### config.mk
export PLATFORM = sky130hd
export DESIGN_NAME = bnn_class_scores
export DESIGN_NICKNAME = d
export VERILOG_FILES = /design/src/logic/bnn_pkg.sv /design/src/logic/bnn_class_scores.sv
export SDC_FILE = /design/constraint.sdc
export NUM_CORES = 1
export LEC_CHECK = 0
export BUFFER_PORTS_ARGS = -buffer_cell sky130_fd_sc_hd__buf_2
export CAP_MARGIN = 20
export CORE_MARGIN = 4
export CORE_UTILIZATION = 56
export CTS_BUF_LIST = sky130_fd_sc_hd__clkbuf_16
export DETAILED_ROUTE_END_ITERATION = 10
export PLACE_DENSITY_LB_ADDON = 0.3
export SYNTH_ARGS = -nofsm -noshare
export SYNTH_HDL_FRONTEND = slang
export SYNTH_SLANG_ARGS = --single-unit
### constraint.sdc
create_clock -name clk -period 1.3 [get_ports clk]
set_clock_uncertainty 0.05 [all_clocks]
set_input_delay 0.195 -clock clk [delete_from_list [all_inputs] [get_ports clk]]
set_output_delay 0.195 -clock clk [all_outputs]
set_load 0.05 [all_outputs]
### src/logic/bnn_pkg.sv
`default_nettype none

package bnn_pkg;

    localparam int FEAT_CNT   = 11;
    localparam int FEAT_BITS  = 4;
    localparam int HIDDEN_CNT = 40;
    localparam int CLASS_CNT  = 7;
    localparam int SUM_BITS   = 6;   // Class score, 0 to 40
    localparam int CLASS_BITS = 3;
    localparam int ROW_BITS   = 6;
    localparam int ACC_BITS   = 8;   // Neuron sum, -165 to +165

    typedef struct packed {
        logic                          valid;
        logic [FEAT_CNT*FEAT_BITS-1:0] feats;  // Feature 0 in the low nibble
    } feat_vec_t;

    typedef struct packed {
        logic                  valid;
        logic [HIDDEN_CNT-1:0] bits;
    } hidden_vec_t;

    typedef struct packed {
        logic                               valid;
        logic [CLASS_CNT-1:0][SUM_BITS-1:0] score;
    } score_vec_t;

    typedef struct packed {
        logic                  wr;
        logic [ROW_BITS-1:0]   row;
        logic [HIDDEN_CNT-1:0] data;
    } cfg_write_t;

    typedef logic [HIDDEN_CNT-1:0][FEAT_CNT-1:0] hidden_wts_t;
    typedef logic [CLASS_CNT-1:0][HIDDEN_CNT-1:0] class_wts_t;

    // Row map of the config port, rows past the class region are dropped
    typedef enum logic [ROW_BITS-1:0] {
        ROW_HIDDEN_BASE = 0,
        ROW_CLASS_BASE  = 40
    } cfg_row_e;

endpackage

`default_nettype wire
### src/logic/bnn_class_scores.sv
`timescale 1ns/1ns
`default_nettype none

module bnn_class_scores (
    input  wire logic                 clk,
    input  wire logic                 arst_n,
    input  wire bnn_pkg::hidden_vec_t hidden_in,
    input  wire bnn_pkg::class_wts_t  class_wts,
    output bnn_pkg::score_vec_t       scores_out
);

    logic [bnn_pkg::HIDDEN_CNT-1:0]                  agree;
    logic [bnn_pkg::CLASS_CNT-1:0][bnn_pkg::SUM_BITS-1:0] score;
    logic [bnn_pkg::CLASS_CNT-1:0][bnn_pkg::SUM_BITS-1:0] score_q;
    logic                                            valid_q;

    // XNOR against each class row, then popcount
    always_comb begin
        agree = '0;
        score = '0;
        for (int c = 0; c < bnn_pkg::CLASS_CNT; c++) begin
            agree = ~(hidden_in.bits ^ class_wts[c]);
            for (int h = 0; h < bnn_pkg::HIDDEN_CNT; h++) begin
                score[c] = score[c] + bnn_pkg::SUM_BITS'(agree[h]);
            end
        end
    end

    always_ff @(posedge clk or negedge arst_n) begin
        if (!arst_n) begin
            valid_q <= 1'b0;
        end else begin
            valid_q <= hidden_in.valid;
        end
    end

    always_ff @(posedge clk) begin
        score_q <= score;
    end

    assign scores_out = '{valid: valid_q, score: score_q};

endmodule

`default_nettype wire

==> impl_metrics.py, run 1 <==
metrics = {
    "placement": {
        "globalplace.congestion": 0.9282,
        "port_buffers": 365,
        "pre_cts_ws_ns": -4.243,
        "dp_hpwl_um": 27610,
    },
    "synthesis": {
        "yosysTopAreaCell": "fa_1",
        "syn_area_mm2": 0.01004,
        "ys_ff_latch": 43,
        "synthCells": 912,
        "synth_nets": 1529,
        "avgSynthCellArea_um2": 11.01,
        "synth.area.top_cells": "fa_1 (43%), xor2_1 (14%), xnor2_1 (12%)",
        "synth_top_area_share_pct": 43.28,
        "synth_cell_types": 19,
        "yosysSeqAreaShare_pct": 8.626,
        "yosysWarnings": 0,
    },
    "worst_setup_path": {
        "cp_common_cell": "fa_1",
        "end_kind": "register",
        "crit_buf_inv": 3,
        "critical_path_required_ns": 1.45,
        "worstPathArrival_ns": 5.34,
        "cp-start-kind": "primary input",
        "worst_path_max_delay_cell": "fa_1",
        "path_delay_family": "adder cells",
        "path_class": "in -> reg",
        "critPathMaxStageDelay_ns": 0.60,
        "critPathLaunch": "hidden_in[11]",
        "cp_cell_sequence": "buf_6, xnor2_1, fa_1, fa_1, inv_1, fa_1, fa_1, fa_1, fa_1, fa_1, inv_2, ha_4, fa_2, a21o_1, a21oi_2, xnor2_1",
        "worst-path-max-fanout": 7,
    },
    "global_routing": {
        "grt_pass1_vias": 8947,
        "grt_pass1_wl_um": 48040,
        "track_usage_pct": 31.86,
        "antenna_found_initial": 3,
        "grt_max_degree": 15,
        "grt_overflow_total": 0,
    },
    "floorplan": {
        "core_area_mm2": 0.01742,
        "ios": 366,
        "die_x_um": 141.9,
        "dieArea_mm2": 0.02013,
        "start_util_pct": 57.63,
        "die_h_um": 141.9,
        "num_rows": 48,
    },
    "sta": {
        "setup_slack_ns": -3.892,
        "tightest_slew_ns": 0.3868,
        "drv_slew": 0,
        "setup_viol": 42,
        "hold_viol_final": 0,
        "period_needed_ns": 5.192,
        "fmax_mhz": 192.6,
        "period_share_pct": 399.4,
        "slew_headroom_pct": 74.03,
        "grt_setup_unrepaired": "true",
    },
    "cells_and_area": {
        "fin_nets": 1937,
        "drive_above_1_share_pct": 46.63,
        "regArea_um2": 865.8,
        "final_common_cell": "buf_2",
        "n_fill_cell": 1049,
        "most-common-layout-cells": "buf_2 (340), fa_1 (184), inv_1 (134), xor2_1 (130), xnor2_1 (101)",
        "multi_input_area_mm2": 0.009295,
        "syn_to_final_growth_pct": 40.21,
    },
    "clock_tree": {
        "cts_tree": "yes",
        "cts-buffers-inserted": 5,
        "cts_root_buf": "clkbuf_16",
        "cts_sinks": 43,
        "cts_max_path_buffers": 2,
        "cts.clk_slew.worst_paths_ns": 0.06,
        "htree_levels": 2,
    },
    "drt": {
        "drc": 0,
        "drt-pass1-iter-count": 4,
        "wl_met3_um": 1956,
        "wl_met2_um": 17060,
        "ant_nets": 0,
        "wl_per_cell_um": 20.71,
        "vias": 7598,
        "viasPerCell": 4.905,
        "first_iter_violations": 233,
        "wirelength_um": 32080,
        "wl_met1_um": 11800,
        "top_layer_used": "met4",
    },
    "run": {
        "cap_violations": 0,
    },
    "run_status": {
        "violations": "negative setup slack",
        "status": "complete, but fails checks",
    },
    "hold_path": {
        "hold_class": "in -> async",
    },
}
state kept, by name, summed over array words and instances (netlist names):
register	cells
valid_q	1
scores_out	42
cell families (layout without fill, tap and decap cells):
| group | count (synthesis) | in the layout | synth area share (%) |
|---|---|---|---|
| DFF | 43 | 43 | 8.626 |
| xor gates and xnor gates | 301 | 301 | 26.27 |
| other | 0 | 3 | 0 |
| adders and majority gates | 294 | 294 | 52.88 |
| and+or+nand+nor | 23 | 23 | 0.9349 |
| buffers and inverters | 212 | 621 | 8.464 |
| AOI/OAI and AO/OA | 39 | 39 | 2.830 |
metrics by stage:
stage          cells  area [µm²]  utilization, %  hold slack [ns]  TNS [ns]
2_1_floorplan    912       10620               -          -0.1506   -148.09
3_3_place_gp    1516       12870           73.92         -0.08082   -161.17
3_5_place_dp    1516       12870           73.92         -0.07486   -164.48
4_1_cts         1541       13820           79.32           0.1502   -145.83
5_1_grt         1549       14070           80.80           0.1905   -152.37
6_report        1549       14070           80.80           0.1647   -147.88
cell type report:
type | instances | area share, %
sequential | 43 | 6.152
clock buffer | 5 | 0.8890
tap | 225 | 2.000
timing repair buffer | 442 | 19.99
antenna | 3 | 0.05334
multi-input combinational | 657 | 66.05
clock inverter | 3 | 0.3112
inverter | 171 | 4.561
path summary, 6_finish.rpt:
kind,endpoint,slack [ns],cells after the start
max,scores_out[28],-3.89,16
max in group asynchronous,valid_q,0.95,2
min in group clk,scores_out[36],0.25,3
min,valid_q,0.16,2
synth_stat cells:
master,number
inv_1,171
a21oi_2,3
xor2_1,159
a211o_1,7
a21oi_1,11
buf_4,1
a21o_1,3
nand2b_1,3
xnor2_1,142
buf_2,40
dfrtp_1,1
o211ai_1,7
o21ai_2,6
dfxtp_1,42
a21o_2,1
fa_1,217
nor2_1,20
o21ai_1,1
ha_1,77
routing by layer:
metal	global-route usage, %	vias up
met5	0	-
met2	57.76	334
met3	4.314	74
met4	11.92	0
li1	-	3458
met1	38.62	3732
what timing repair did:
action,CTS,global route
resized for setup,141,48
buffers inserted,16,8
endpoints found under the setup margin,42,42
endpoints found under the hold margin,2,0
pin swaps,84,47
hold buffers,2,0
Power of run 1 is left out: the tool's default activity adds up to more than one toggle a clock period on the data nets, which glitch-free logic cannot reach.
==> run 2: changes to the inputs <==
Settings changed: CELL_PAD_IN_SITES_DETAIL_PLACEMENT set to 1, CELL_PAD_IN_SITES_GLOBAL_PLACEMENT set to 1, CORE_UTILIZATION 56 to 43.
==> run 2 against run 1 <==
  * The flow still finishes with violations (negative setup slack)
  * Fmax up 0.63%
  * Clock-buffer cell count unchanged
  * Die area up 28%
  * Critical path type unchanged
==> impl_metrics.py, run 2 (same netlist as run 1, synthesis figures left out) <==
metrics = {
    "run_status": {
        "status": "complete, but fails checks",
        "violations": "negative setup slack",
    },
    "global_routing": {
        "track_usage_pct": 29.00,
        "antenna_found_initial": 7,
        "grt_overflow_total": 0,
        "grt_pass1_vias": 9705,
        "grt_pass1_wl_um": 56440,
        "grt_max_degree": 15,
    },
    "clock_tree": {
        "cts.clk_slew.worst_paths_ns": 0.07,
        "cts_max_path_buffers": 2,
        "cts_tree": "yes",
        "cts_root_buf": "clkbuf_16",
        "cts_sinks": 43,
        "htree_levels": 2,
        "cts-buffers-inserted": 5,
    },
    "cells_and_area": {
        "fin_util_pct": 63.81,
        "finalNonFillerCells": 1656,
        "n_fill_cell": 2433,
        "most-common-layout-cells": "buf_2 (344), fa_1 (174), xor2_1 (135), inv_1 (127), xnor2_1 (96)",
        "fin_nets": 1954,
        "largest_reg_flops": 42,
        "syn_to_final_growth_pct": 44.80,
        "final_common_cell": "buf_2",
        "drive_above_1_share_pct": 48.73,
    },
    "run": {
        "cap_violations": 0,
    },
    "drt": {
        "first_iter_violations": 222,
        "wl_per_cell_um": 22.77,
        "drc": 0,
        "vias": 7804,
        "drt-pass1-iter-count": 4,
        "wirelength_um": 37700,
        "viasPerCell": 4.713,
        "ant_nets": 0,
    },
    "worst_setup_path": {
        "path_class": "in -> reg",
        "crit_buf_inv": 5,
        "cp_cell_sequence": "buf_16, xor2_2, fa_1, fa_1, inv_2, fa_2, inv_2, fa_2, fa_2, fa_1, inv_1, fa_1, ha_4, inv_2, fa_2, nand2b_4, a21oi_2, xor2_1",
        "critical_path_required_ns": 1.47,
        "cp-start-kind": "primary input",
        "worst_path_max_delay_cell": "fa_1",
        "critPathMaxStageDelay_ns": 0.61,
        "end_kind": "register",
        "worst-path-max-fanout": 7,
        "path_delay_family": "adder cells",
        "worstPathArrival_ns": 5.33,
    },
    "placement": {
        "pre_cts_ws_ns": -4.252,
        "place_inst": 1623,
        "globalplace.congestion": 0.8699,
        "port_buffers": 365,
        "dp_hpwl_um": 31910,
    },
    "sta": {
        "grt_setup_unrepaired": "true",
        "tightest_slew_ns": 0.4203,
        "finalSetupTns_ns": -150.40,
        "slew_headroom_pct": 71.78,
        "hold_viol_final": 0,
        "fmax_mhz": 193.8,
        "setup_slack_ns": -3.859,
        "period_share_pct": 396.9,
        "drv_slew": 0,
        "setup_viol": 42,
        "period_needed_ns": 5.159,
    },
    "floorplan": {
        "die_h_um": 160.8,
        "dieArea_mm2": 0.02585,
        "die_x_um": 160.8,
        "ios": 366,
        "start_util_pct": 44.06,
        "core_area_mm2": 0.02278,
        "num_rows": 55,
    },
    "hold_path": {
        "hold_class": "in -> async",
    },
}
==> run 2: final cells by class <==
class                           count  area (µm²)  share of cell area (%)
Multi-Input combinational cell    657        9356                   64.38
Timing Repair Buffer              459        3097                   21.31
Sequential cell                    43       865.8                   5.957
Inverter                          171       641.9                   4.416
Tap cell                          313       391.6                   2.695
Clock buffer                        5       125.1                  0.8609
Clock inverter                      3       43.79                  0.3013
Antenna cell                        5       12.51                 0.08609
==> run 2: worst paths after layout <==
check,from,to,slack (ns),cells after the start
max in group asynchronous,arst_n,valid_q,0.96,2
hold / removal,arst_n,valid_q,0.15,2
min in group clk,class_wts[2],scores_out[0],0.27,3
setup / recovery,hidden_in[19],scores_out[16],-3.86,18
==> run 2: what timing repair did <==
action / in CTS / in global routing
setup endpoints to repair: 42 / 42
hold endpoints to repair: 2 / 0
resized for setup: 178 / 52
setup buffers: 13 / 10
hold buffers: 2 / 0
pin swaps: 101 / 43
==> run 2: per-stage QoR <==
| step | cell area (µm²) | hold slack, ns |
|---|---|---|
| 5_1_grt | 14530 | 0.1636 |
| 4_1_cts | 14240 | 0.1462 |
| 6_report | 14530 | 0.1543 |
| 2_1_floorplan | 10620 | -0.1506 |
| 3_3_place_gp | 13180 | -0.08039 |
| 3_5_place_dp | 13180 | -0.07931 |
==> run 2: per-layer routing <==
metal	vias to the layer above	global-route usage (%)	part of all wire [%]
met5	-	0	0.12
met4	6	9.151	3.2
met3	63	4.568	5.3
met2	289	54.57	54
met1	3940	33.74	37
li1	3506	-	-
Power of run 2 is left out for the same reason.
