===== src/logic/bnn_pkg.sv =====
`default_nettype none

package bnn_pkg;

    localparam int FEAT_CNT   = 11;
    localparam int FEAT_BITS  = 4;
    localparam int HIDDEN_CNT = 40;
    localparam int CLASS_CNT  = 7;
    localparam int SUM_BITS   = 6;   // Class score, 0 to 40
    localparam int CLASS_BITS = 3;
    localparam int ROW_BITS   = 6;
    localparam int ACC_BITS   = 8;   // Neuron sum, -165 to +165

    typedef struct packed {
        logic                          valid;
        logic [FEAT_CNT*FEAT_BITS-1:0] feats;  // Feature 0 in the low nibble
    } feat_vec_t;

    typedef struct packed {
        logic                  valid;
        logic [HIDDEN_CNT-1:0] bits;
    } hidden_vec_t;

    typedef struct packed {
        logic                               valid;
        logic [CLASS_CNT-1:0][SUM_BITS-1:0] score;
    } score_vec_t;

    typedef struct packed {
        logic                  wr;
        logic [ROW_BITS-1:0]   row;
        logic [HIDDEN_CNT-1:0] data;
    } cfg_write_t;

    typedef logic [HIDDEN_CNT-1:0][FEAT_CNT-1:0] hidden_wts_t;
    typedef logic [CLASS_CNT-1:0][HIDDEN_CNT-1:0] class_wts_t;

    // Row map of the config port, rows past the class region are dropped
    typedef enum logic [ROW_BITS-1:0] {
        ROW_HIDDEN_BASE = 0,
        ROW_CLASS_BASE  = 40
    } cfg_row_e;

endpackage

`default_nettype wire

===== src/logic/bnn_weight_regs.sv =====
`timescale 1ns/1ns
`default_nettype none

module bnn_weight_regs (
    input  wire logic                clk,
    input  wire logic                arst_n,
    input  wire bnn_pkg::cfg_write_t cfg,
    output bnn_pkg::hidden_wts_t     hidden_wts,
    output bnn_pkg::class_wts_t      class_wts
);

    logic [bnn_pkg::ROW_BITS-1:0] hid_row;
    logic [bnn_pkg::ROW_BITS-1:0] cls_row;
    logic                         hid_sel;
    logic                         cls_sel;

    // Offsets into each region
    assign hid_row = cfg.row - bnn_pkg::ROW_HIDDEN_BASE;
    assign cls_row = cfg.row - bnn_pkg::ROW_CLASS_BASE;

    assign hid_sel = cfg.wr && (cfg.row < bnn_pkg::ROW_CLASS_BASE);
    assign cls_sel = cfg.wr && (cfg.row >= bnn_pkg::ROW_CLASS_BASE)
                     && (cls_row < bnn_pkg::CLASS_CNT);

    always_ff @(posedge clk or negedge arst_n) begin
        if (!arst_n) begin
            hidden_wts <= '0;
        end else if (hid_sel) begin
            hidden_wts[hid_row] <= cfg.data[bnn_pkg::FEAT_CNT-1:0];  // Low 11 bits only
        end
    end

    always_ff @(posedge clk or negedge arst_n) begin
        if (!arst_n) begin
            class_wts <= '0;
        end else if (cls_sel) begin
            class_wts[cls_row[bnn_pkg::CLASS_BITS-1:0]] <= cfg.data;
        end
    end

endmodule

`default_nettype wire


===== config.mk =====
export PLATFORM = sky130hd
export DESIGN_NAME = bnn_weight_regs
export DESIGN_NICKNAME = d
export VERILOG_FILES = /design/src/logic/bnn_pkg.sv /design/src/logic/bnn_weight_regs.sv
export SDC_FILE = /design/constraint.sdc
export NUM_CORES = 1
export LEC_CHECK = 0
export ABC_AREA = 1
export BUFFER_PORTS_ARGS = -buffer_cell sky130_fd_sc_hd__buf_2
export CAP_MARGIN = 40
export CORE_AREA = 2 2 298 300
export CTS_CLUSTER_SIZE = 30
export DETAILED_ROUTE_END_ITERATION = 7
export DIE_AREA = 0 0 300 302
export PLACE_DENSITY = 0.57
export SYNTH_ARGS = -nofsm -noshare
export SYNTH_HDL_FRONTEND = slang
export SYNTH_SLANG_ARGS = --single-unit

===== constraint.sdc =====
create_clock -name clk -period 0.8 [get_ports clk]
set_input_delay 0.16 -clock clk [delete_from_list [all_inputs] [get_ports clk]]
set_output_delay 0.16 -clock clk [all_outputs]
set_load 0.01 [all_outputs]

==> metrics, run 1 <==
Crit Path Class=flop to output pin; clk_skew=0 ns; H-tree Lvls=3; Slowest-stage cell, CP=dfrtp_1; busiest grt layer=met2; largest family of logic cells by synthesized area=simple AND/OR/NAND/NOR gates; Initial DRC Count=2082; Setup Viol. Count Final=1302; Tot GR Track Use=24.14%; Hold Fails Final Rpt=0; share of cells above drive strength 1=42.14%; worst-skew pair later-pin latency=0.62 ns; final wirelength=121600 um; DR vias=26420; # DRC=0; Seq/Total Area, Yosys=66.01%; vias in the first global route=24690; final period utilization=176.7%; fmax=707.4 MHz; largest area contributor in the netlist=dfrtp_1; Slew headroom=69.81%; first-pass GRT wire length=164200 um; final setup margin=-0.6136 ns; crit path max fanout=2; failing checks=negative setup slack; P per Cell Area=between 2000 and 2500 mW/mm^2; CTS Sinks=720; Required @ worst endpoint=0.64 ns; RSZ-0062 raised after global routing=true; status=complete, but fails checks; Leak=23.75 nW; critical path's largest stage delay=0.44 ns; Hold Crit Class=input pin to flop; met1 Use GR=a little under a third; core area=approximately 0.09 sq mm; Initial Util=31.17%; warning count from the yosys run=0; total design power=just over 100 mW; EDFF count, synth=0; Area growth syn-to-layout=65.77%; Rows=109; initial antenna violation count=7; Synth Flop Type=dfrtp_1; Tmin final=1.414 ns; count leader, synth=nand2_1; Synth top area share=66.01%; Gate Count Post-Synth=2800; WL per Instance=22.76 um; Synth Area in Adders=less than 1%; Arrival @ worst endpoint=1.25 ns; crit end category=output pin; Post-Synth Simple-Gate Area=21.50%; delay-heaviest family, CP=flip-flops; routing usage on met2=between 30% and 40%; IO Pins=slightly below 800; largest net degree at the start of global routing=75; port bufs=between 700 and 800; vias per cell=4.942; Clock Tree Root=clkbuf_16; post-route cell area=roughly 0.045 sq mm; met3 layer usage reported by global route=5.933%; CTS tree=built; most instantiated cells after synthesis=nand2_1 (878), dfrtp_1 (720), o21ai_0 (282), nand4_1 (280), nor2_1 (174); library cells used by synthesis=21; worst slew pin tran=roughly 0.45 ns; CTS Buf Count=79; Syn Area/Cell=roughly 9.7 sq um; flop2flop setup slack=-0.14 ns; Post-DP Area=0.03486 sq mm; fin nets=4168; Clk pin slew, worst setup/hold paths=0.06 ns; Post-Syn Area=0.02729 sq mm; type of origin of the critical path=flop; global route total overflow=0; die area=0.09060 sq mm; Placer Congestion=0.8121; Synth Area in XOR/XNOR=0%; clk buf depth=3; main area contributors after synthesis=dfrtp_1 (66%), nand2_1 (12%), nand4_1 (6.4%), o21ai_0 (5.2%), a21oi_1 (2.8%); Final HPWL DP=74160 um; flops & latches, synth=720; TritonRoute pass-1 iters=6; maxcap violations=0; Die Y=about 300 um; mux cell area share after synthesis=0%; worst path bufs/invs=1; ys async rst share=100.0%; die span in x=about 300 um; max-slew violation count=0; cell chain of the critical path=buf_2; Max IR drop VDD=0.002127 V; post-synthesis net count=2851; Synth Area in Compound Gates=8.087%; post-route antenna net violation count=0
[where the power goes]
group	internal [mW]	switching [mW]	total, mW
Clock	20.9	16.3	37.2
Combinational	11.5	10.8	22.3
Sequential	40.8	3.09	43.9
Total	73.2	30.2	103
[worst min-delay path: stages]
cell and delay, ns:
buf_2 0.17, buf_4 0.20, nand4_1 0.10, nand2_1 0.05
[layout make-up]
cell class                 count  area [sq um]
fill                        7747         42310
timing repair buffer        1491         14040
clock buffer                 116          2336
antenna                        3         7.507
multi-input combinational   1798          8919
sequential                   720         18020
tap                         1165          1458
inverter                      27         156.4
clock inverter                25         312.8
[stage by stage]
| step | worst slack, ns | hold WS [ns] | cells | TNS, ns | utilization [%] |
|---|---|---|---|---|---|
| finish | -0.6136 | 0.07926 | 5345 | -514.79 | 51.67 |
| global route | -0.6415 | 0.06762 | 5344 | -581.74 | 51.67 |
| detailed placement | -1.133 | 0.004463 | 4704 | -598.77 | 39.82 |
| floorplan | -0.5865 | -0.1356 | 2800 | -310.13 | - |
| CTS | -0.6402 | 0.03815 | 5098 | -534.21 | 48.14 |
| global placement | -1.121 | 0.004863 | 4704 | -587.09 | 39.82 |
[state kept, by name, indices dropped and copies added (netlist names)]
register,cells
hidden_wts,440
class_wts,280
[layout by cell type (no fill, tap or decap), types with 2 or more instances in the layout]
cell type        n
inv_8            2
nor3_4           2
dfrtp_1        718
nand4_1        280
o21ai_1         18
buf_8           13
buf_4          495
clkinv_1         2
diode_2          3
dfrtp_2          2
buf_6          382
or2_4            2
o21ai_0        269
inv_1            3
clkinv_2        11
a21oi_1        150
nor2_1         166
buf_2          401
inv_12           2
dlygate4sd3_1   41
inv_16           2
clkbuf_8        22
nand2_1        752
nand3_4         11
buf_16          15
clkbuf_16      101
nand3_1          2
nand2_4         52
buf_12         122
nor2_4          11
a21oi_2          4
clkinv_16        4
nand2_2         75
inv_2           15
inv_6            3
clkinv_4         5
clkbuf_1        15
[cell families (layout without fill, tap and decap cells)]
family | Yosys count | after routing
AOI/OAI and AO/OA | 441 | 441
adders and majority gates | 2 | 2
buffers and inverters | 282 | 1659
DFF | 720 | 720
other | 0 | 3
and+or+nand+nor | 1355 | 1355
[final timing paths]
check	to	cells past startpoint	start
worst max register to register	hidden_wts[277]	4	hidden_wts[277]
worst min-delay path	class_wts[167]	4	cfg[7]
max in group asynchronous	class_wts[35]	3	arst_n
worst max-delay path	hidden_wts[293]	1	hidden_wts[293]
min in group asynchronous	class_wts[110]	3	arst_n
worst min register to register	class_wts[257]	2	class_wts[257]
[layer usage]
metal	routed length, um	share of wire [%]	up-vias
li1	-	-	11970
met4	5489	4.5	4
met5	27	0.022	-
met2	57360	47	1244
met1	48460	40	12950
met3	10300	8.5	254
[what timing repair did]
item,in CTS,in global routing
hold buffers,41,0
endpoints found under the setup margin,1154,1399
pin swaps,3,24
endpoints found under the hold margin,1002,0
resized for setup,530,245
buffers inserted,195,220
gates cloned,17,32
Note: power is estimated with default switching activity, not from simulation.
==> run 2: changes to the inputs <==
--- a/config.mk
+++ b/config.mk
@@ -9,6 +9,7 @@
 export BUFFER_PORTS_ARGS = -buffer_cell sky130_fd_sc_hd__buf_2
 export CAP_MARGIN = 40
 export CORE_AREA = 2 2 298 300
+export CTS_BUF_LIST = sky130_fd_sc_hd__clkbuf_16
 export CTS_CLUSTER_SIZE = 30
 export DETAILED_ROUTE_END_ITERATION = 7
 export DIE_AREA = 0 0 300 302
==> run 2 against run 1 <==
The run still ends with negative setup slack left. Power is 2.2% lower. Sequential cell count unchanged. Routed wire length shrank 0.23%. Final area hardly changed. Critical path type unchanged. Critical endpoint unchanged. Largest power group unchanged.
==> metrics, run 2 (synthesis gave the netlist of run 1 again) <==
max reg flops=440 (unchanged); Reg2Reg Launch Point=hidden_wts[277]; Hold Fails Final Rpt=0 (unchanged); FF-to-FF End=hidden_wts[277]; vias per cell=4.957 (+0.29%); post-route cell area=0.04524 sq mm (about the same); Fill cells=7762 (+0.19%); critical path's largest stage delay=0.44 ns (about the same); Clock Tree Root=clkbuf_16; core area=0.08756 sq mm (unchanged); WL per Instance=22.61 um (-0.66%); Multi-input gate area=0.008768 sq mm (-1.7%); Critical Path End=hidden_wts[293]; Die Y=302 um (unchanged); commonest cells after routing, fill and taps aside=nand2_1 (756), dfrtp_1 (718), buf_4 (504); P per Cell Area=2236 mW/mm^2 (-2.2%); Initial Util=31.17% (unchanged); vias in the first global route=24730 (+0.19%); Leak=23.85 nW (+0.41%); Initial DRC Count=2059 (-1.1%); crit path max fanout=2 (unchanged); Worst path depth=1 (unchanged); type of origin of the critical path=flop; setup TNS=-527.94 ns (-13.15 ns); worst slew pin tran=0.4624 ns (+0.009594 ns); Final HPWL DP=74160 um (unchanged); initial antenna violation count=6 (-1); final period utilization=175.5% (-1.2 points); post-route antenna net violation count=0 (unchanged); Crit Path Class=flop to output pin; die span in x=300 um (unchanged); global route total overflow=0 (unchanged); Tmin final=1.404 ns (-0.009269 ns); Clk pin slew, worst setup/hold paths=0.06 ns (about the same); Placer Congestion=0.8121 (unchanged); cell chain of the critical path=buf_2; clk buf depth=3 (unchanged); delay-heaviest family, CP=flip-flops; Hold Crit Class=input pin to flop; max-slew violation count=0 (unchanged); Setup Viol. Count Final=1294 (-0.61%); CTS Buf Count=79 (unchanged); failing checks=negative setup slack; H-tree Lvls=3 (unchanged); largest net degree at the start of global routing=75 (unchanged); final wirelength=121400 um (-0.23%); Post-DP Area=0.03486 sq mm (unchanged); registers with the most flip-flops=hidden_wts x440, class_wts x280; Reg with most FFs=hidden_wts; CTS tree=built; Seq. cell area=0.01802 sq mm (unchanged); maxcap violations=0 (unchanged); final setup margin=-0.6043 ns (+0.009269 ns); Area growth syn-to-layout=65.74% (about the same); worst-skew pair later-pin latency=0.62 ns (about the same); Required @ worst endpoint=0.64 ns (about the same); Rows=109 (unchanged); Slowest-stage cell, CP=dfrtp_1; Arrival @ worst endpoint=1.24 ns (about the same); crit end category=output pin; flop2flop setup slack=-0.13 ns (about the same); worst path bufs/invs=1 (unchanged); commonest non-fill, non-tap cell in the layout=nand2_1; status=complete, but fails checks; fmax=712.1 MHz (+0.66%); Max IR drop VDD=0.002126 V (about the same); DR vias=26610 (+0.72%); CTS Sinks=720 (unchanged); RSZ-0062 raised after global routing=true; fin nets=4191 (+0.55%); IO Pins=769 (unchanged); port bufs=768 (unchanged); # DRC=0 (unchanged); die area=0.09060 sq mm (unchanged); r2r worst-path depth=4 (unchanged); first-pass GRT wire length=164700 um (+0.31%); clk_skew=0 ns (unchanged); Tot GR Track Use=24.21% (+0.065 points); TritonRoute pass-1 iters=5 (-1); share of cells above drive strength 1=41.83% (-0.30 points); Critical Path Source=hidden_wts[293]; Slew headroom=69.17% (-0.64 points)
==> run 2: changes by cell type in the layout (fill, tap and decap cells not counted), moves of 3 or more <==
cell       delta
clkbuf_8     -22
nand2_4      -28
buf_4         +9
buf_8         +6
clkbuf_1     -15
buf_16        +4
clkbuf_16     +3
nand2_2      +24
clkinv_1     +22
inv_1        +15
nand2_1       +4
==> run 2: what timing repair did <==
item,4_1_cts,5_1_grt
hold buffers,41,0
buffers inserted,200,231
endpoints found under the hold margin,1002,0
setup endpoints to repair,1154,1408
gates cloned,20,36
resized for setup,547,200
pin swaps,6,69
==> run 2: how the worst min path moves through the flow <==
stage	startpoint	endpoint	slack, ns	cells after the start
after detailed placement	arst_n	class_wts[35]	0.004	1
after global placement	arst_n	class_wts[35]	0.005	1
final	cfg[7]	class_wts[167]	0.08	4
after CTS	cfg[7]	class_wts[7]	0.04	4
after floorplan	arst_n	class_wts[0]	-0.14	0
after global routing	cfg[7]	class_wts[207]	0.07	4
==> run 2: tightest hold or removal path: cells and delay by family <==
| kind | cells | cell delay [ns] |
|---|---|---|
| AND/OR/NAND/NOR | 2 | 0.14 |
| buffers and inverters | 2 | 0.37 |
==> run 2: where the power goes <==
part / internal [mW] / switching, mW / leakage (nW)
Clock: 18.6 / 16.2 / 1.24
Combinational: 11.6 / 10.9 / 13.0
Sequential: 40.8 / 3.07 / 9.62
==> run 2: cell type report <==
cell class              instances  share of cell area, %
diodes                          3                0.01660
clock buffers                  79                  4.370
flip-flops and latches        720                  39.83
clock inverters                62                 0.9985
inverters                      27                 0.3457
multi-input cells            1798                  19.38
well taps                    1165                  3.222
repair buffers               1514                  31.83
==> run 2: through the flow <==
step           instances  setup WS (ns)  hold WS [ns]  utilization, %  total power, mW
3_5_place_dp        4704         -1.133      0.004463           39.82            59.66
6_report            5368        -0.6043       0.07795           51.67            101.1
3_3_place_gp        4704         -1.121      0.004863           39.82            59.38
2_1_floorplan       2800        -0.5865       -0.1356               -            50.24
4_1_cts             5105        -0.6388       0.03815           48.07            99.09
5_1_grt             5367        -0.6378       0.06845           51.66            105.3
==> run 2: metal layers <==
| layer | wire [um] | vias up | part of all wire (%) | track usage, % |
|---|---|---|---|---|
| met3 | 10290 | 263 | 8.5 | 5.789 |
| met1 | 48430 | 13030 | 40 | 31.51 |
| met4 | 5538 | 4 | 4.6 | 9.345 |
| li1 | - | 12010 | - | - |
| met5 | 27 | - | 0.022 | 0 |
| met2 | 57070 | 1297 | 47 | 39.12 |
