File: src/logic/bnn_pkg.sv
`default_nettype none

package bnn_pkg;

    localparam int FEAT_CNT   = 11;
    localparam int FEAT_BITS  = 4;
    localparam int HIDDEN_CNT = 40;
    localparam int CLASS_CNT  = 7;
    localparam int SUM_BITS   = 6;   // Class score, 0 to 40
    localparam int CLASS_BITS = 3;
    localparam int ROW_BITS   = 6;
    localparam int ACC_BITS   = 8;   // Neuron sum, -165 to +165

    typedef struct packed {
        logic                          valid;
        logic [FEAT_CNT*FEAT_BITS-1:0] feats;  // Feature 0 in the low nibble
    } feat_vec_t;

    typedef struct packed {
        logic                  valid;
        logic [HIDDEN_CNT-1:0] bits;
    } hidden_vec_t;

    typedef struct packed {
        logic                               valid;
        logic [CLASS_CNT-1:0][SUM_BITS-1:0] score;
    } score_vec_t;

    typedef struct packed {
        logic                  wr;
        logic [ROW_BITS-1:0]   row;
        logic [HIDDEN_CNT-1:0] data;
    } cfg_write_t;

    typedef logic [HIDDEN_CNT-1:0][FEAT_CNT-1:0] hidden_wts_t;
    typedef logic [CLASS_CNT-1:0][HIDDEN_CNT-1:0] class_wts_t;

    // Row map of the config port, rows past the class region are dropped
    typedef enum logic [ROW_BITS-1:0] {
        ROW_HIDDEN_BASE = 0,
        ROW_CLASS_BASE  = 40
    } cfg_row_e;

endpackage

`default_nettype wire
File: src/logic/bnn_argmax.sv
`timescale 1ns/1ns
`default_nettype none

module bnn_argmax (
    input  wire logic                       clk,
    input  wire logic                       arst_n,
    input  wire bnn_pkg::score_vec_t        scores_in,
    output logic                            result_valid,
    output logic [bnn_pkg::CLASS_BITS-1:0]  prediction
);

    logic [bnn_pkg::SUM_BITS-1:0]   best_score;
    logic [bnn_pkg::CLASS_BITS-1:0] best_idx;

    // Ascending scan, strictly greater wins so ties keep the lower index
    always_comb begin
        best_score = scores_in.score[0];
        best_idx   = '0;
        for (int c = 1; c < bnn_pkg::CLASS_CNT; c++) begin
            if (scores_in.score[c] > best_score) begin
                best_score = scores_in.score[c];
                best_idx   = bnn_pkg::CLASS_BITS'(c);
            end
        end
    end

    always_ff @(posedge clk or negedge arst_n) begin
        if (!arst_n) begin
            result_valid <= 1'b0;
            prediction   <= '0;
        end else begin
            result_valid <= scores_in.valid;
            if (scores_in.valid) begin
                prediction <= best_idx;  // Held until the next result
            end
        end
    end

endmodule

`default_nettype wire

File: config.mk
export PLATFORM = sky130hd
export DESIGN_NAME = bnn_argmax
export DESIGN_NICKNAME = d
export VERILOG_FILES = /design/src/logic/bnn_pkg.sv /design/src/logic/bnn_argmax.sv
export SDC_FILE = /design/constraint.sdc
export NUM_CORES = 1
export LEC_CHECK = 0
export ABC_AREA = 1
export BUFFER_PORTS_ARGS = -buffer_cell sky130_fd_sc_hd__buf_2
export CAP_MARGIN = 25
export CELL_PAD_IN_SITES_DETAIL_PLACEMENT = 2
export CELL_PAD_IN_SITES_GLOBAL_PLACEMENT = 2
export CORE_AREA = 2 2 78 80
export DETAILED_ROUTE_END_ITERATION = 12
export DIE_AREA = 0 0 80 82
export PLACE_DENSITY = 0.88
export SLEW_MARGIN = 5
export SYNTH_ARGS = -nofsm -noshare
export SYNTH_HDL_FRONTEND = slang
export SYNTH_SLANG_ARGS = --single-unit
File: constraint.sdc
create_clock -name clk -period 1.22 [get_ports clk]
set_input_delay 0.305 -clock clk [delete_from_list [all_inputs] [get_ports clk]]
set_output_delay 0.305 -clock clk [all_outputs]
set_load 0.02 [all_outputs]
==> results.txt, run 1 <==
- Outcome: aborted with a tool error
- Stage where the flow stopped: 4_1_cts
- The tool reported: "[ERROR DPL-0033] detailed placement checks failed during check placement".
- Measured along the y axis, the die boundary spans 82 um.
- Total placed instance area: 2555 sq um
* Top post-synthesis cells by count: nand2_1 (68), inv_1 (39), nand3_1 (31), ha_1 (30), o21ai_0 (11)
- Yosys printed 0 warnings.
- After legalization and detailed placement, the total HPWL measured 7296 um.
* Number of buffers added to fix hold violations after cts: 1
- Summed over all instances, the cell type with the most area after synthesis is ha_1.
* Weighted congestion reported at the end of routability-driven placement: 0.7781
- Synth Flop Type: dfrtp_1
* Xor/xnor share of the synthesized area: 0%
- Share of synthesized flip-flops with an asynchronous set or reset: 100.0%
- Netlist cell types: 26
- A synthesized cell averages 6.256 sq um.
* Mux contribution to synthesized area: 0%
* I/O Buffers: 48
- CTS built an H-tree with a depth of 1.
- Count of flip-flops with a built-in enable after synthesis: 0
- Floorplan row count: 28
- After synthesis, the largest area contributor takes up 23.26% of total cell area.
- Sequential elements use 6.202% of the synthesized area.
- Gates resized during post-CTS repair numbered roughly 110.
- Combinational family with the most area after synthesis: simple AND/OR/NAND/NOR gates
* CTS sink count: 4
- Summing the areas of all compound-gate instances in the mapped netlist gives 12.71% of the synthesized area.
- Cell at the root of the clock tree: clkbuf_8
* Number of clock buffers inserted by TritonCTS: 3
* Maximum root-to-sink buffer count: 2
- Yosys instantiated no cell more often than nand2_1.
- The floorplan step set the die width to 80 um.
- Of the total synthesized cell area, the portion taken by AND, OR, NAND and NOR gates is 47.36%.
- Post-synthesis instance total: 258
* Number of flip-flops and latches in the synthesized netlist: 4
- Adder-Cell Fraction of Synth Area: 23.26%
- The number of setup buffers added after CTS is 25.
- Once the floorplan was initialized, standard cells occupied about 28% of the core.
- Post-synthesis cell area: 1614 sq um
* Nets in the synthesized netlist: about 330
- Number of placed I/O pins: 49
- By area the synthesized netlist is led by ha_1 (23%), nand2_1 (16%), nand3_1 (9.6%).
## logic make-up after synthesis
family / after synthesis
buf+inv: 43
compound gates: 33
fa+ha+maj: 30
simple gates: 148
flops: 4
## per-stage QoR
step / cells / worst slack (ns) / setup TNS [ns] / hold WS (ns)
3_5_place_dp: 444 / -6.651 / -19.90 / 0.1170
2_1_floorplan: 258 / -5.246 / -15.50 / 0.009409
3_3_place_gp: 444 / -5.617 / -16.84 / 0.1100
==> inputs of run 2 (changes only) <==
--- a/config.mk
+++ b/config.mk
@@ -8,12 +8,10 @@
 export ABC_AREA = 1
 export BUFFER_PORTS_ARGS = -buffer_cell sky130_fd_sc_hd__buf_2
 export CAP_MARGIN = 25
-export CELL_PAD_IN_SITES_DETAIL_PLACEMENT = 2
-export CELL_PAD_IN_SITES_GLOBAL_PLACEMENT = 2
-export CORE_AREA = 2 2 78 80
+export CORE_AREA = 2 2 67 69
 export DETAILED_ROUTE_END_ITERATION = 12
-export DIE_AREA = 0 0 80 82
-export PLACE_DENSITY = 0.88
+export DIE_AREA = 0 0 69 71
+export PLACE_DENSITY_LB_ADDON = 0.15
 export SLEW_MARGIN = 5
 export SYNTH_ARGS = -nofsm -noshare
 export SYNTH_HDL_FRONTEND = slang
==> results.txt, run 2 <==
* Final worst clock skew: 0 ns
- Gate family responsible for the most delay along the worst path: simple AND/OR/NAND/NOR gates
- I/O Buffers: 48
- The synthesized netlist occupies a cell area of 1614 sq um.
- Reg-to-reg slack, setup: 0.56 ns
* Setup WS pre-CTS: -5.824 ns
- Compound-Gate Fraction of Synth Area: 12.71%
* Post-detailed-route wirelength per cell: approximately 14 um
- Dominant cell type by area after synthesis: ha_1
- The initial antenna violation count came to 0.
- Netlist cell types: 26
* Slowest stage cell, crit path: ha_1
* Maximum achievable frequency: 0.1509 GHz
- TritonCTS built the clock tree.
- The tightest hold path in the finished design has a slack of 0.2513 ns.
- In the post-route analysis, the smallest setup slack over all paths is -5.406 ns.
- Area enclosed by the die boundary: approximately 4900 sq um
- In this run the core area contains 24 standard-cell rows.
- Measured along the y axis, the die boundary spans a little over 70 um.
* Combinational Power Share: 93.5%
- In this run the most critical hold path is launched from scores_in[42].
- Counting I/O delays and the setup requirement, the final critical path takes 6.626 ns.
- Post-synthesis instance total: around 260
- Unrepaired setup endpoints after global routing: yes
* Buffers and inverters on the worst path: 12
- Initial core utilization: 38.39%
* Number of setup violations in the final report: 3
* Count of flip-flops with a built-in enable after synthesis: 0
* Mean number of vias per cell: 5.035
- More flip-flops sit in one register than any other, and that register is prediction.
- The design draws 0.007305 W.
* Top post-synthesis cells by count: nand2_1 (68), inv_1 (39), nand3_1 (31), ha_1 (30), o21ai_0 (11)
- Worst setup path category: input port to flip-flop
- In this run the critical register-to-register path is launched from prediction[1].
- The critical path starts at scores_in[3].
* Arrival time worst endpoint: 6.72 ns
* Leading registers by flop count: prediction (3), result_valid (1)
- The final number of max-transition violations is 0.
* Overall Global Routing Usage: about 22%
* Share of synthesized flip-flops with an asynchronous set or reset: 100.0%
* Synth warnings: 0
* Failing checks: negative setup slack
- After synthesis, the share of cell area in mux cells is 0%.
- In the finished design, the share of the clock period the worst path needs comes to 543.1%.
- Adder-Cell Fraction of Synth Area: 23.26%
- Share of the synthesized area in the top cell type: 23.26%
* Most common cell in the synthesized netlist: nand2_1
- Die X-Extent: just under 70 um
* Weighted congestion reported at the end of routability-driven placement: 0.7670
- Post-synthesis average cell area: about 6.3 sq um
- For the pin with the worst max-slew slack, the measured transition is 0.2760 ns.
- Measured against its own limit, the worst slew margin works out to roughly four fifths.
- The synthesized netlist devotes 0% of its cell area to XOR and XNOR gates.
- Most common library cell in the layout ignoring fill and taps: buf_4
- After legalization and detailed placement, the total HPWL measured 3703 um.
* DR DRC count: 0
- Clock Power Share: under 10%
- For this run the aggregate overflow at the end of global routing stands at 0.
* Type of element launching the critical path: input port
- Category of the worst setup path capture point: flip-flop
* Synthesized-area fraction occupied by and/or/nand/nor cells: roughly 47%
- By instance count, the cell type seen most on the critical path is nand2_4.
- The register with the most flip-flops in the layout has 3 of them.
- Outcome: finished with violations
- P&R area growth vs syn: 112.0%
- Count of vias placed by the detailed router: around 2.3k
* Nets in the synthesized netlist: 333
- Number of global-route vias before repair: 2,340
* Largest cells by area after synthesis: ha_1 (23%), nand2_1 (16%), nand3_1 (9.6%)
* First-pass GRT wire length: 9273 um
- Internal cell power: 0.003888 W
* Relative contribution of sequential cells to total power: 2.8%
- Standard cell core area: 4204 sq um
- Endpoint required time on the critical path: around 1.3 ns
* Top library cells by usage in the layout, fill and taps aside: buf_4 (89), buf_2 (41), nand2_1 (31), inv_1 (30), nand2_2 (29)
* Synth Flop Type: dfrtp_1
- Class of the worst hold path: input port to flip-flop
* CTS sink count: 4
- For this design the static power due to leakage is 1.721 nW.
- Max H-tree Level: 1
- Antenna cell count: 0
- Fill cell total of the finished layout: 279
- In this run the count of I/O pins placed on the die edge is 49.
- By area, the combinational part of the netlist is dominated by simple AND/OR/NAND/NOR gates.
- Antenna violation net count after detailed routing: 0
- In this run, CTS created clock tree buffers numbering 3.
- Reported max-cap violation count: 0
* WL final: 6284 um
* Maximum root-to-sink buffer count: 2
* Proportion of total power due to net switching: a little under half
- Share of final-layout standard cells stronger than drive strength 1: approximately two thirds
- Final Hold Violating Endpoints: 0
* Skew-Pair Late Insertion Delay: between 0.2 and 0.25 ns
* Net Sw Power: ~0.0034 W
* Power Dens Cells: 2135 nW/um^2
* Number of iterations in the first detailed-routing pass: 4
- Max Fanout on Critical Path: 7
* Worst supply voltage drop on vdd: 1.358 mV
- Peak per-stage delay on the critical path: 0.31 ns
- CTS placed an instance of clkbuf_8 at the clock tree root.
* Clock slew at reported path FFs: around 0.03 ns
- After synthesis the netlist holds a flip-flop and latch count of 4.
- Sequential area share after synthesis: slightly above 6%
- After the last flow step, the layout net total stands at around 480.
- Pin count of the biggest net entering global routing: 8
* Iteration-0 DRC count of the detailed router: 81
## run 2: cell counts after synthesis
No cell type changed its count.
## run 2: metal layers
metal | vias to the layer above | GRT usage [%] | share of wire, %
li1 | 1144 | - | -
met1 | 1070 | 23.28 | 36
met2 | 66 | 44.87 | 57
met3 | 21 | 1.994 | 3.5
met4 | 0 | 8.715 | 3.3
met5 | - | 0 | 0
## run 2: cell families after synthesis
kind of cell,count (synthesis)
and+or+nand+nor,148
buffers and inverters,43
AOI/OAI and AO/OA,33
adders and majority gates,30
DFF,4
## run 2: through the flow
| step | instances | area [sq um] | TNS, ns | utilization [%] |
|---|---|---|---|---|
| floorplan | 258 | 1770 | -15.50 | - |
| global placement | 425 | 2556 | -16.98 | 60.80 |
| detailed placement | 425 | 2556 | -17.45 | 60.80 |
| CTS | 450 | 3142 | -15.24 | 74.73 |
| global route | 457 | 3422 | -17.21 | 81.40 |
| finish | 457 | 3422 | -16.19 | 81.40 |
## run 2: worst reg2reg max path, cell delays in order, from the launching register on
cell     delay (ns)
dfrtp_1        0.37
nor2_1         0.14
a21oi_2        0.04
## run 2: path summary, 6_finish.rpt
path / endpoint / cells past startpoint
min: result_valid / 1
max reg2reg: prediction[1] / 2
min in group asynchronous: result_valid / 2
max in group asynchronous: prediction[2] / 2
min reg2reg: prediction[0] / 2
max: prediction[0] / 55
## run 2: repair_timing
action,in CTS,in global routing
setup buffers,18,8
resized for setup,82,42
setup endpoints to repair,3,3
pin swaps,73,52
cloned,3,0
endpoints found under the hold margin,4,0
hold buffers,1,0
## run 2: cell type report
type	count	area (sq um)	share of cell area (%)
multi-input combinational	214	1986	58.03
timing repair buffer	145	1059	30.93
inverter	39	171.4	5.009
sequential	4	100.1	2.925
tap	52	65.06	1.901
clock buffer	3	41.29	1.207
## run 2: power by group through the flow
stage	Clock (W)	Combinational [W]	Sequential [W]
after detailed placement	0	0.00424	0.000206
after CTS	0.000273	0.00586	0.000205
final	0.000268	0.00683	0.000204
after global placement	0	0.00414	0.000207
after global routing	0.000286	0.00738	0.000209
after floorplan	0	0.00261	0.000262
Power figures use the tool's default switching activity.
==> inputs of run 3 (changes only) <==
--- a/config.mk
+++ b/config.mk
@@ -12,6 +12,7 @@
 export DETAILED_ROUTE_END_ITERATION = 12
 export DIE_AREA = 0 0 69 71
 export PLACE_DENSITY_LB_ADDON = 0.15
+export SETUP_SLACK_MARGIN = 0.15
 export SLEW_MARGIN = 5
 export SYNTH_ARGS = -nofsm -noshare
 export SYNTH_HDL_FRONTEND = slang
==> constraint.sdc (replaced) <==
create_clock -name clk -period 5.7 [get_ports clk]
set_input_delay 1.425 -clock clk [delete_from_list [all_inputs] [get_ports clk]]
set_output_delay 1.425 -clock clk [all_outputs]
set_load 0.02 [all_outputs]
==> results.txt, run 3 (synthesized netlist as in run 2, its figures left out) <==
- For the finished layout, the period the worst path requires is 7.651 ns.
- Relative slew slack: 79.75%
* Worst supply voltage drop on vdd: 0.3786 mV
- Post-detailed-route wirelength per cell: between 15 and 20 um
- The tree is rooted in a clkbuf_8.
- In this run the worst hold path is classified as flip-flop to flip-flop.
- Number of clock buffers inserted by TritonCTS: 3
* Number of antenna violations at the first check in global routing: 0
- Proportion of total power due to net switching: 47.64%
* Initial core utilization: about two fifths
* Iteration-0 DRC count of the detailed router: 146
- Met2 Track Usage GR: a little over half
- Counting stages on the worst path, the most repeated cell is nand2_4.
- Largest register FFs: 3
- The clock network burns 3.1% of the power.
- DP Wirelength: 3695 um
- The number of placed instances, taps included, is 419.
- In the finished design, the share of the clock period the worst path needs comes to 134.2%.
* Top library cells by usage in the layout, fill and taps aside: buf_4 (93), buf_2 (41), nand2_1 (34), inv_1 (32), nand2_4 (23)
- Worst path setup slack after routing: -1.951 ns
- The final reports fail on negative setup slack.
- From left edge to right edge, the die measures between 60 and 70 um.
- Global routing consumed, on the met3 layer, slightly above 4% of the routing resources.
- From bottom edge to top edge, the die measures 71 um.
- Total placed instance area: 2511 sq um
- STA classifies the critical path startpoint as an input port.
- The worst setup path is captured at a flip-flop.
- The critical path contains buffers and inverters numbering 10 combined.
* Fin. max-slew vios: 0
- Mean number of vias per cell: roughly 5.3
- Global routing met1 resource utilization: 27.33%
* Number of iterations in the first detailed-routing pass: 4
- Relative contribution of sequential cells to total power: about 2.3%
- STA puts the critical path data arrival time at 7.79 ns.
* Net Sw Power: 0.0008927 W
- After routing the design area is 3573 sq um.
* Reg with most FFs: prediction
- Final Hold Violating Endpoints: 0
- Cell internal power was estimated by the tool at 0.0009813 W.
- Number of placed I/O pins: just under 50
* I/O Buffers: 48
- CTS built an H-tree with a depth of 1.
* Leading registers by flop count: prediction (3), result_valid (1)
- Setup violations remaining at the end of the flow were counted as 3.
- Share of final-layout standard cells stronger than drive strength 1: between 60 and 70%
* Sum of overflow across all layers after global routing: 0
* Worst setup path category: input port to flip-flop
- After routing, the total negative slack on setup checks comes to -5.829 ns.
- The first global-routing pass estimated 10,810 um of wire.
- DR DRC count: 0
* Reported max-cap violation count: 0
* Number of global-route vias before repair: 2,506
- In this design, the stage delay of the slowest critical-path cell is 0.36 ns.
- In this run the worst path has a maximum fanout of 5.
* TritonCTS clock tree: done
- Clock tree synthesis found a total of 4 sinks.
* Skew-Pair Late Insertion Delay: roughly 0.21 ns
- Post-layout nets: just under 500
- Pin count of the biggest net entering global routing: 8
* Weighted congestion reported at the end of routability-driven placement: 0.8135
- Based on the critical path, the design can be clocked at up to 0.1307 GHz.
- Antenna violation net count after detailed routing: 0
* Unrepaired setup endpoints after global routing: yes
- Slowest stage cell, crit path: ha_1
- Setup WS pre-CTS: -2.386 ns
- Area enclosed by the die boundary: 4899 sq um
* P&R area growth vs syn: 121.4%
- Most common library cell in the layout ignoring fill and taps: buf_4
* Clock slew at reported path FFs: 0.03 ns
- The initialized floorplan defines 24 standard-cell rows.
- Clock skew on the completed layout was measured at 0 ns.
* Worst Max-Slew Pin Slew: 0.3006 ns
- After layout, the design draws a total of 0.001874 W.
- Combinational cells account for 94.5% of the total power.
- Endpoint required time on the critical path: approximately 5.8 ns
* Number of standard cells in the final layout excluding fillers: 461
- Across all layers, the routed design uses 2,429 vias.
- For this run, the total global-route usage over all layers was measured as between 20 and 30%.
- For this design the ratio of total power to cell area is approximately 520 nW/um^2.
* Most Crowded Layer GR: met2
- Standard cell core area: between 4000 and 5000 sq um
- The analysis attributes to cell leakage a power of 1.770 nW.
* Antenna cell count: 0
- Maximum root-to-sink buffer count: 2
- The kind of cell with the highest combined delay along the critical path is simple AND/OR/NAND/NOR gates.
* Outcome: finished with violations
- WL final: 7704 um
## run 3: cell count changes in the layout (fill, tap and decap cells not counted), sizes merged
cell | before | now
buf | 144 | 149
dlygate4sd3 | 1 | 0
## run 3: power groups by stage
stage           clock, W  sequential (W)  combinational [W]
2_1_floorplan          0       0.0000561           0.000558
3_3_place_gp           0       0.0000441           0.000887
5_1_grt        0.0000631       0.0000448            0.00188
6_report       0.0000588       0.0000440            0.00177
4_1_cts        0.0000609       0.0000439            0.00133
3_5_place_dp           0       0.0000441           0.000901
## run 3: metal layers
layer  share of wire [%]  up-vias
met2                  54      108
met3                 4.6       45
met1                  35     1121
met5                   0        -
li1                    -     1155
met4                 6.8        0
## run 3: cell type report
type / instances / area [sq um]
Multi-Input combinational cell: 214 / 2108
Timing Repair Buffer: 149 / 1085
Fill cell: 207 / 630.6
Inverter: 39 / 173.9
Sequential cell: 4 / 100.1
Tap cell: 52 / 65.06
Clock buffer: 3 / 41.29
## run 3: worst min-delay path: stages (launching register included)
cell and delay [ns]:
dfrtp_1 0.33, o21ai_1 0.06, inv_1 0.04
## run 3: per-stage QoR
step / util (%) / hold slack, ns
6_report: 85.00 / 0.4711
5_1_grt: 85.00 / 0.5025
4_1_cts: 75.89 / 0.4725
3_5_place_dp: 59.73 / 0.4627
3_3_place_gp: 59.73 / 0.4580
2_1_floorplan: - / 0.5791
## run 3: final timing paths
kind	from	to	slack [ns]	depth (start not counted)
setup / recovery	scores_in[8]	prediction[1]	-1.95	49
hold / removal	prediction[2]	prediction[2]	0.47	2
setup reg to reg	prediction[1]	prediction[1]	5.01	2
hold reg to reg	prediction[2]	prediction[2]	0.47	2
max in group asynchronous	arst_n	prediction[2]	4.57	1
min in group asynchronous	arst_n	prediction[1]	1.01	1
## run 3: what timing repair did
action / in CTS / in global routing
pin swaps: 73 / 62
hold buffers: 0 / 0
gates resized for setup: 87 / 61
setup buffers: 29 / 7
cloned: 3 / 0
hold endpoints to repair: 0 / 0
endpoints found under the setup margin: 3 / 3
